$ cat src/verilog/qbert_pkg.sv
`default_nettype none

package qbert_pkg;

	// game variant, as reported by the menu firmware
	typedef enum logic [6:0] {
		mod_qbert    = 7'd0,
		mod_qub      = 7'd1,
		mod_mplanets = 7'd2,
		mod_krull    = 7'd3,
		mod_curvebal = 7'd4,
		mod_tylz     = 7'd5,
		mod_insector = 7'd6
	} core_mod_t;

	// player word, 20 bits
	localparam int joy_right   = 0;
	localparam int joy_left    = 1;
	localparam int joy_down    = 2;
	localparam int joy_up      = 3;
	localparam int joy_fire_a  = 4;
	localparam int joy_fire_b  = 5;
	localparam int joy_fire_c  = 6;
	localparam int joy_fire_d  = 7;
	localparam int joy_fire_e  = 8;
	localparam int joy_fire_f  = 9;
	localparam int joy_fire_g  = 10;
	localparam int joy_right_b = 16; // second stick
	localparam int joy_left_b  = 17;
	localparam int joy_down_b  = 18;
	localparam int joy_up_b    = 19;

	// control word, 9 bits
	localparam int ctl_p1    = 0;
	localparam int ctl_p2    = 1;
	localparam int ctl_coin1 = 4;
	localparam int ctl_coin2 = 5;

	// menu status word
	localparam int st_reset    = 0;
	localparam int st_pause    = 1;
	localparam int st_rotate   = 2;
	localparam int st_scan_lo  = 3; // 2 bits
	localparam int st_blend    = 5;
	localparam int st_joyswap  = 6;
	localparam int st_flip     = 7;
	localparam int st_service  = 8;
	localparam int st_diagonal = 9;
	localparam int st_dip_lo   = 16; // 8 bits

	localparam logic [7:0] rom_index_game  = 8'h00;
	localparam logic [7:0] rom_index_nvram = 8'hff;

endpackage

`default_nettype wire

$ cat src/verilog/ioctl_if.sv
`timescale 1ns/1ps
`default_nettype none

interface ioctl_if;

	logic        download;
	logic  [7:0] index;
	logic        wr;
	logic [24:0] addr;
	logic  [7:0] dout;

	modport source (
		output download, index, wr, addr, dout
	);

	modport loader (
		input download, index, wr, addr, dout
	);

endinterface

`default_nettype wire

$ cat src/verilog/cabinet_inputs.sv
`timescale 1ns/1ps
`default_nettype none

module cabinet_inputs (
	input  qbert_pkg::core_mod_t core_mod,
	input  wire  [31:0] status,
	input  wire  [19:0] joystick_0,
	input  wire  [19:0] joystick_1,
	input  wire   [8:0] controls,
	input  wire   [7:0] spin_angle,
	output logic  [7:0] ip1710,
	output logic  [7:0] ip4740,
	output logic  [7:0] ipa1j2,
	output logic  [7:0] dip_sw,
	output logic  [1:0] orientation,
	output logic        pause,
	output logic        flip,
	output logic        rotate,
	output logic        blend,
	output logic        joyswap,
	output logic  [1:0] scanlines
);

	import qbert_pkg::*;

	logic service;
	logic diagonal;

	logic right, left, down, up;
	logic fire_a, fire_b, fire_c, fire_d;
	logic right_b, left_b, down_b, up_b;
	logic right2, left2, down2, up2;
	logic fire2_a, fire2_b;
	logic p1, p2, coin1, coin2;

	assign pause     = status[st_pause];
	assign rotate    = status[st_rotate];
	assign scanlines = status[st_scan_lo +: 2];
	assign blend     = status[st_blend];
	assign joyswap   = status[st_joyswap];
	assign flip      = status[st_flip];
	assign service   = status[st_service];
	assign diagonal  = status[st_diagonal];
	assign dip_sw    = status[st_dip_lo +: 8];

	// vertical monitor except on the two horizontal games
	assign orientation = {flip, core_mod != mod_tylz && core_mod != mod_insector};

	assign right   = joystick_0[joy_right];
	assign left    = joystick_0[joy_left];
	assign down    = joystick_0[joy_down];
	assign up      = joystick_0[joy_up];
	assign fire_a  = joystick_0[joy_fire_a];
	assign fire_b  = joystick_0[joy_fire_b];
	assign fire_c  = joystick_0[joy_fire_c];
	assign fire_d  = joystick_0[joy_fire_d];
	assign right_b = joystick_0[joy_right_b];
	assign left_b  = joystick_0[joy_left_b];
	assign down_b  = joystick_0[joy_down_b];
	assign up_b    = joystick_0[joy_up_b];

	assign right2  = joystick_1[joy_right];
	assign left2   = joystick_1[joy_left];
	assign down2   = joystick_1[joy_down];
	assign up2     = joystick_1[joy_up];
	assign fire2_a = joystick_1[joy_fire_a];
	assign fire2_b = joystick_1[joy_fire_b];

	assign p1    = controls[ctl_p1];
	assign p2    = controls[ctl_p2];
	assign coin1 = controls[ctl_coin1];
	assign coin2 = controls[ctl_coin2];

	// port layouts per variant, MSB first
	always_comb begin
		ipa1j2 = 8'd0;
		ip1710 = {fire_a, ~service, 2'b00, coin2, coin1, p2, p1};
		if (diagonal) begin
			ip4740 = {down2 & left2, up2 & right2, left2 & up2, right2 & down2,
				down & left, up & right, left & up, right & down}; // 45 degree stick
		end else begin
			ip4740 = {down2, up2, left2, right2, down, up, left, right};
		end

		case (core_mod)
			mod_mplanets: begin
				ip1710 = {~service, fire_a, 4'd0, coin2, coin1};
				ip4740 = {fire_b, p2, p1, fire_a, left, down, right, up};
				ipa1j2 = spin_angle;
			end
			mod_krull: begin
				ip1710 = {p2, p1, 2'b00, coin2, coin1, fire_a, ~service};
				ip4740 = {left, down, right, up,
					left2 | left_b, down2 | down_b, right2 | right_b, up2 | up_b}; // twin stick
			end
			mod_curvebal: begin
				ip1710 = {4'd0, coin2, coin1, fire_a, ~service};
				ip4740 = {1'b0, fire_d | down, 1'b0, fire_c | right,
					1'b0, fire_b | left, fire_a | up, 1'b0}; // bunt, pitches, swing
			end
			mod_tylz: begin
				ip1710 = {4'd0, coin1, coin2, fire_a, ~service};
				ip4740 = {1'b0, p2, p1, fire_a,
					diagonal ? left & up    : left,
					diagonal ? right & up   : up,
					diagonal ? right & down : right,
					diagonal ? left & down  : down};
			end
			mod_insector: begin
				ip1710 = {1'b0, ~service, fire2_b, fire2_a, coin2, coin1, fire_b, fire_a};
				ip4740 = {left2, down2, right2, up2, left, down, right, up};
			end
			default: begin
				// q*bert layout, also qubes and unknown codes
			end
		endcase
	end

endmodule

`default_nettype wire

$ cat src/verilog/clock_enables.sv
`timescale 1ns/1ps
`default_nettype none

module clock_enables #(
	parameter int sound_div = 45
) (
	input  wire  clk_sys,
	input  wire  rst,
	output logic cpu_clk,
	output logic cen_5,
	output logic cen_10_p,
	output logic cen_10_n,
	output logic sound_cen
);

	localparam int snd_w = (sound_div > 1) ? $clog2(sound_div) : 1;

	logic [2:0]       phase;
	logic [snd_w-1:0] snd_cnt;

	always_ff @(posedge clk_sys) begin
		if (rst) begin
			phase    <= 3'd0;
			cpu_clk  <= 1'b0;
			cen_5    <= 1'b0;
			cen_10_p <= 1'b0;
			cen_10_n <= 1'b0;
		end else begin
			phase    <= phase + 3'd1; // wraps at 8
			cpu_clk  <= phase[2];
			cen_5    <= phase == 3'd7;
			cen_10_p <= phase == 3'd3 || phase == 3'd7;
			cen_10_n <= phase == 3'd1 || phase == 3'd5; // half a 10 MHz period later
		end
	end

	always_ff @(posedge clk_sys) begin
		if (rst) begin
			snd_cnt   <= '0;
			sound_cen <= 1'b0;
		end else if (snd_cnt == snd_w'(sound_div - 1)) begin
			snd_cnt   <= '0;
			sound_cen <= 1'b1;
		end else begin
			snd_cnt   <= snd_cnt + 1'b1;
			sound_cen <= 1'b0;
		end
	end

	// both phases of the 10 MHz enable must stay disjoint
	a_cen_10_disjoint: assert property (@(posedge clk_sys) disable iff (rst)
		!(cen_10_p && cen_10_n));

endmodule

`default_nettype wire

$ cat src/verilog/qbert_io_top.sv
`timescale 1ns/1ps
`default_nettype none

module qbert_io_top #(
	parameter int          sound_div = 45,
	parameter logic [24:0] bg_base   = 25'h0010000
) (
	input  wire                  clk_sys,
	input  wire                  rst,
	input  qbert_pkg::core_mod_t core_mod,
	input  wire           [31:0] status,
	input  wire            [1:0] buttons,
	input  wire           [19:0] joystick_0,
	input  wire           [19:0] joystick_1,
	input  wire            [8:0] controls,
	input  wire                  vblank,
	input  wire                  spinner_reset,
	input  wire                  ioctl_download,
	input  wire            [7:0] ioctl_index,
	input  wire                  ioctl_wr,
	input  wire           [24:0] ioctl_addr,
	input  wire            [7:0] ioctl_dout,
	output logic                 cpu_clk,
	output logic                 cen_5,
	output logic                 cen_10_p,
	output logic                 cen_10_n,
	output logic                 sound_cen,
	output logic           [7:0] ip1710,
	output logic           [7:0] ip4740,
	output logic           [7:0] ipa1j2,
	output logic           [7:0] dip_sw,
	output logic           [1:0] orientation,
	output logic                 pause,
	output logic                 flip,
	output logic                 rotate,
	output logic                 blend,
	output logic                 joyswap,
	output logic           [1:0] scanlines,
	output logic                 rom_init,
	output logic                 nvram_init,
	output logic                 port1_req,
	output logic                 port2_req,
	output logic          [22:0] port1_a,
	output logic           [1:0] port1_ds,
	output logic          [14:0] port2_a,
	output logic           [1:0] port2_ds,
	output logic                 rom_loaded,
	output logic                 core_reset,
	output logic                 led
);

	import qbert_pkg::*;

	logic [7:0] spin_angle;
	logic       spin_left;
	logic       spin_right;

	ioctl_if u_ioctl ();

	assign u_ioctl.download = ioctl_download;
	assign u_ioctl.index    = ioctl_index;
	assign u_ioctl.wr       = ioctl_wr;
	assign u_ioctl.addr     = ioctl_addr;
	assign u_ioctl.dout     = ioctl_dout;

	// fire c/d or the second stick turn the dial
	assign spin_left  = joystick_0[joy_fire_c] | joystick_0[joy_left_b];
	assign spin_right = joystick_0[joy_fire_d] | joystick_0[joy_right_b];

	clock_enables #(
		.sound_div (sound_div)
	) u_clock_enables (
		.clk_sys   (clk_sys),
		.rst       (rst),
		.cpu_clk   (cpu_clk),
		.cen_5     (cen_5),
		.cen_10_p  (cen_10_p),
		.cen_10_n  (cen_10_n),
		.sound_cen (sound_cen)
	);

	spinner u_spinner (
		.clk_sys       (clk_sys),
		.rst           (rst),
		.spinner_reset (spinner_reset),
		.btn_left      (spin_left),
		.btn_right     (spin_right),
		.vblank        (vblank),
		.angle         (spin_angle)
	);

	cabinet_inputs u_cabinet_inputs (
		.core_mod    (core_mod),
		.status      (status),
		.joystick_0  (joystick_0),
		.joystick_1  (joystick_1),
		.controls    (controls),
		.spin_angle  (spin_angle),
		.ip1710      (ip1710),
		.ip4740      (ip4740),
		.ipa1j2      (ipa1j2),
		.dip_sw      (dip_sw),
		.orientation (orientation),
		.pause       (pause),
		.flip        (flip),
		.rotate      (rotate),
		.blend       (blend),
		.joyswap     (joyswap),
		.scanlines   (scanlines)
	);

	rom_loader #(
		.bg_base (bg_base)
	) u_rom_loader (
		.clk_sys      (clk_sys),
		.rst          (rst),
		.ioctl        (u_ioctl.loader),
		.menu_reset   (status[st_reset]),
		.button_reset (buttons[1]),
		.rom_init     (rom_init),
		.nvram_init   (nvram_init),
		.port1_req    (port1_req),
		.port2_req    (port2_req),
		.port1_a      (port1_a),
		.port1_ds     (port1_ds),
		.port2_a      (port2_a),
		.port2_ds     (port2_ds),
		.rom_loaded   (rom_loaded),
		.core_reset   (core_reset),
		.led          (led)
	);

endmodule

`default_nettype wire

$ cat src/verilog/rom_loader.sv
`timescale 1ns/1ps
`default_nettype none

module rom_loader #(
	parameter logic [24:0] bg_base = 25'h0010000
) (
	input  wire         clk_sys,
	input  wire         rst,
	ioctl_if.loader     ioctl,
	input  wire         menu_reset,
	input  wire         button_reset,
	output logic        rom_init,
	output logic        nvram_init,
	output logic        port1_req,
	output logic        port2_req,
	output logic [22:0] port1_a,
	output logic  [1:0] port1_ds,
	output logic [14:0] port2_a,
	output logic  [1:0] port2_ds,
	output logic        rom_loaded,
	output logic        core_reset,
	output logic        led
);

	import qbert_pkg::*;

	logic        wr_last;
	logic        download_d;
	logic [15:0] bg_addr;

	assign rom_init   = ioctl.download && ioctl.index == rom_index_game;
	assign nvram_init = ioctl.download && ioctl.index == rom_index_nvram;
	assign led        = ~ioctl.download;

	// 16-bit words on port 1
	assign port1_a  = ioctl.addr[23:1];
	assign port1_ds = {ioctl.addr[0], ~ioctl.addr[0]};

	// sprite roms interleaved into 32-bit words
	assign bg_addr  = ioctl.addr[15:0] - bg_base[15:0];
	assign port2_a  = {bg_addr[13:0], bg_addr[15]};
	assign port2_ds = {bg_addr[14], ~bg_addr[14]};

	always_ff @(posedge clk_sys) begin
		if (rst) begin
			wr_last   <= 1'b0;
			port1_req <= 1'b0;
			port2_req <= 1'b0;
		end else begin
			wr_last <= ioctl.wr;
			if (rom_init && ioctl.wr && !wr_last) begin
				port1_req <= ~port1_req;
				port2_req <= ~port2_req;
			end
		end
	end

	always_ff @(posedge clk_sys) begin
		if (rst) begin
			download_d <= 1'b0;
			rom_loaded <= 1'b0;
			core_reset <= 1'b1;
		end else begin
			download_d <= ioctl.download;
			if (download_d && !ioctl.download) rom_loaded <= 1'b1; // end of download
			core_reset <= menu_reset | button_reset | ~rom_loaded;
		end
	end

	a_req_pair: assert property (@(posedge clk_sys) disable iff (rst)
		port1_req == port2_req);

endmodule

`default_nettype wire

$ cat src/verilog/spinner.sv
`timescale 1ns/1ps
`default_nettype none

module spinner (
	input  wire        clk_sys,
	input  wire        rst,
	input  wire        spinner_reset,
	input  wire        btn_left,
	input  wire        btn_right,
	input  wire        vblank,
	output logic [7:0] angle
);

	logic vblank_d;

	always_ff @(posedge clk_sys) begin
		if (rst) begin
			vblank_d <= 1'b0;
		end else begin
			vblank_d <= vblank;
		end
	end

	always_ff @(posedge clk_sys) begin
		if (rst || spinner_reset) begin
			angle <= 8'd0;
		end else if (vblank && !vblank_d) begin // once per frame
			case ({btn_right, btn_left})
				2'b10: angle <= angle + 8'd1;
				2'b01: angle <= angle - 8'd1;
				default: angle <= angle; // both or neither
			endcase
		end
	end

endmodule

`default_nettype wire
$ cat config.mk
export PLATFORM = sky130hd
export DESIGN_NAME = qbert_io_top
export DESIGN_NICKNAME = d
export VERILOG_FILES = /design/src/verilog/qbert_pkg.sv /design/src/verilog/ioctl_if.sv /design/src/verilog/cabinet_inputs.sv /design/src/verilog/clock_enables.sv /design/src/verilog/qbert_io_top.sv /design/src/verilog/rom_loader.sv /design/src/verilog/spinner.sv
export SDC_FILE = /design/constraint.sdc
export NUM_CORES = 1
export LEC_CHECK = 0
export BUFFER_PORTS_ARGS = -buffer_cell sky130_fd_sc_hd__buf_2
export CAP_MARGIN = 15
export CORE_AREA = 2 2 89 91
export DETAILED_ROUTE_END_ITERATION = 8
export DIE_AREA = 0 0 91 93
export GPL_TIMING_DRIVEN = 0
export MAX_ROUTING_LAYER = met4
export PLACE_DENSITY_LB_ADDON = 0.12
export SETUP_SLACK_MARGIN = 0.02
export SKIP_CTS_REPAIR_TIMING = 1
export SLEW_MARGIN = 5
export SYNTH_ARGS = -nofsm -noshare
export SYNTH_HDL_FRONTEND = slang
export SYNTH_HIERARCHICAL = 1
export SYNTH_SLANG_ARGS = --single-unit
$ cat constraint.sdc
create_clock -name clk_sys -period 6.7 [get_ports clk_sys]
set_input_delay 0.335 -clock clk_sys [delete_from_list [all_inputs] [get_ports clk_sys]]
set_output_delay 0.335 -clock clk_sys [all_outputs]
set_load 0.05 [all_outputs]
==> flow_metrics.py <==
metrics = {
    "pwr": {
        "pwr-share-clk": 0.316,
        "power.density_mw_per_mm2": 164,
        "peakVddDrop_uv": 134,
        "p_leak_nw": 1.84,
        "p_int_mw": 0.375,
        "power_frac_comb": 0.384,
        "p_sw_mw": 0.233,
        "swShare": 0.383,
        "seq_power_share": 0.300,
    },
    "floorplanning": {
        "rows": 32,
        "core-area_mm2": 0.00753,
        "start_util": 0.366,
        "die_height_um": 93,
        "boundaryPins": 232,
        "die_w_um": 91,
        "die_area_mm2": 0.00846,
    },
    "clock_tree": {
        "clkTransAtPathRegs_ps": 70,
        "clock_sink_count": 29,
        "clk-insertion-delay-late_ps": 280,
        "clk_path_buf_depth": 2,
        "root_buffer": "clkbuf_8",
        "h-tree-depth": 2,
        "cts_buffers": 5,
        "tritoncts": "built",
    },
    "synthesis": {
        "synth_nets": 503,
        "netlist.area_leader.share": 0.211,
        "async_reset_ff_frac": 0,
        "ys_types": 68,
        "syn_area_per_cell_um2": 7.72,
        "synthCells": 357,
        "syn_area_mm2": 0.00276,
        "synth_largest_area_cell": "dfxtp_1",
        "ys.flop_type": "dfxtp_1",
        "ys_seq_area_frac": 0.211,
        "synth_area_leaders": "dfxtp_1 21%, buf_4 16%, ha_1 4.1%",
        "ys_ff_latch": 29,
        "yosysWarnings": 6,
        "synth_edf_count": 0,
    },
    "sta": {
        "period_minus_slack_ps": 2620,
        "period_share": 0.391,
        "rsz0062_at_grt": "false",
        "clock.fmax_mhz": 382,
        "maxSlewHeadroom": 0.477,
        "tns_ps": 0,
        "fin_skew_ps": 1.43,
        "setup_violations": 0,
        "hold_violations": 0,
        "postLayoutSetupSlackWorst_ps": 4080,
        "slew_violations": 0,
        "worst_slew_pin_slew_ps": 778,
    },
    "global_route": {
        "overflow": 0,
        "grt_pass1_wl_mm": 12.4,
        "track_usage": 0.180,
        "grt_pass1_vias": 2751,
        "antenna_found_initial": 0,
        "grt_start_max_net_pins": 13,
    },
    "worst_setup_path": {
        "crit_arrival_ps": 2840,
        "reg2reg_to": "u_spinner/angle[4]",
        "r2r_cells": 8,
        "r2r_setup_slack_ps": 4640,
        "startpoint_type": "primary input",
        "cp.required_ps": 6920,
        "regToRegStartpoint": "u_spinner/angle[1]",
        "crit_type": "primary input to flop",
        "critPathCaptureType": "flop",
        "cp_max_fo": 10,
    },
    "drt": {
        "drt_first_iter_violations": 161,
        "vias_per_cell": 4.90,
        "wire_per_inst_um": 12.7,
        "vias": 2987,
        "detail-route-antenna-nets": 0,
        "drt-pass1-iter-count": 4,
        "routed_wl_mm": 7.72,
        "drc_errors": 0,
    },
    "final_layout": {
        "syn_to_final_growth_pct": 34.8,
        "post_route_cells_drive_above_1_share": 0.450,
        "multi_input_area_mm2": 0.00161,
        "instances_no_fill": 609,
        "fill_cells": 754,
        "finalInstanceArea_mm2": 0.00371,
        "final_common_cell": "buf_2",
        "most-common-layout-cells": "145 x buf_2, 57 x buf_4, 29 x nor2_1, 29 x dfxtp_1, 22 x o21ai_0",
        "antenna_cells": 0,
        "utilization": 0.493,
        "seq_area_um2": 581,
        "nets": 652,
    },
    "placed_design": {
        "dp_hpwl_mm": 6.26,
        "dp.cells": 601,
        "port_buffers": 142,
        "placed_cell_area_mm2": 0.00359,
        "place_ws_ps": 3830,
        "place.gp.congestion": 0.902,
    },
    "min_path": {
        "hp-start": "buttons[1]",
        "hp-class": "primary input to flop",
        "worstHoldEndpoint": "u_rom_loader/core_reset",
        "holdPathStages": 2,
    },
    "outcome": {
        "status": "finished, final reports clean",
    },
    "flow_run": {
        "cap_violations": 0,
    },
}
[sequential cells by signal, indices dropped and copies added (netlist names)]
signal,flops
u_clock_enables/cen_10_n,1
u_clock_enables/cen_10_p,1
u_spinner/angle,8
u_rom_loader/port1_req,1
u_clock_enables/phase,3
u_clock_enables/cen_5,1
u_spinner/vblank_d,1
u_rom_loader/rom_loaded,1
u_clock_enables/sound_cen,1
u_clock_enables/snd_cnt,6
u_rom_loader/wr_last,1
u_rom_loader/port2_req,1
u_clock_enables/cpu_clk,1
u_rom_loader/download_d,1
u_rom_loader/core_reset,1
[worst max path at each step]
stage,from,to,slack [ps],depth (start not counted)
floorplan,core_mod[5],ip4740[6],4070,3
global placement,joystick_0[16],u_spinner/angle[4],3860,13
detailed placement,joystick_0[16],u_spinner/angle[4],3830,13
CTS,core_mod[5],ipa1j2[7],4100,6
global route,joystick_0[16],u_spinner/angle[4],3830,13
finish,joystick_0[16],u_spinner/angle[4],4080,13
[power by group through the flow]
stage               Clock, mW  Sequential (mW)  Combinational (mW)
CTS                     0.198            0.182               0.233
floorplan                   0            0.190               0.172
global route            0.208            0.183               0.248
detailed placement          0            0.186               0.233
finish                  0.192            0.182               0.233
global placement            0            0.186               0.231
[through the flow]
step                      power [mW]  hold WS (ps)
after floorplan                0.362           402
after global placement         0.418           445
after detailed placement       0.419           454
after CTS                      0.614           236
after global routing           0.639           244
final                          0.607           241
[Yosys cell counts, drive strengths merged (8+ instances only)]
library cell	count
buf	63
nor2	30
dfxtp	29
o21ai	25
a21oi	17
nor2b	16
nand2	15
inv	14
nor3	12
and2	10
clkbuf	10
ha	9
o22ai	8
[worst max-delay path, stage by stage]
cell	delay (ps)
buf_2	110
or2_1	210
inv_1	70
ha_1	140
clkbuf_2	180
buf_2	250
xor2_1	170
ha_1	210
a21boi_1	170
o22ai_1	130
or3_1	350
a2111o_1	430
o21ai_1	70
[routing by layer]
metal,vias to the layer above,global-route usage,wire (um)
met5,-,-,0
met4,0,0.0316,29
met3,4,0.0516,761
met2,148,0.313,3730
met1,1337,0.211,3200
li1,1498,-,-
[layout make-up]
| cell class | instances | area share |
|---|---|---|
| plain buffers | 73 | 0.139 |
| clock buffers | 6 | 0.0222 |
| clock inverters | 2 | 0.0101 |
| inverters | 14 | 0.0142 |
| multi-input cells | 241 | 0.433 |
| flip-flops and latches | 29 | 0.156 |
| well taps | 102 | 0.0344 |
| repair buffers | 142 | 0.191 |
[logic make-up (layout without fill, tap and decap cells)]
group / Yosys count / after routing / synth area share
buffers and inverters: 87 / 237 / 0.206
xor gates and xnor gates: 8 / 8 / 0.0254
and+or+nand+nor: 131 / 131 / 0.278
muxes: 8 / 8 / 0.0304
AOI/OAI and AO/OA: 85 / 85 / 0.208
DFF: 29 / 29 / 0.211
adders and majority gates: 9 / 9 / 0.0409
Note: power is estimated with default switching activity, not from simulation.
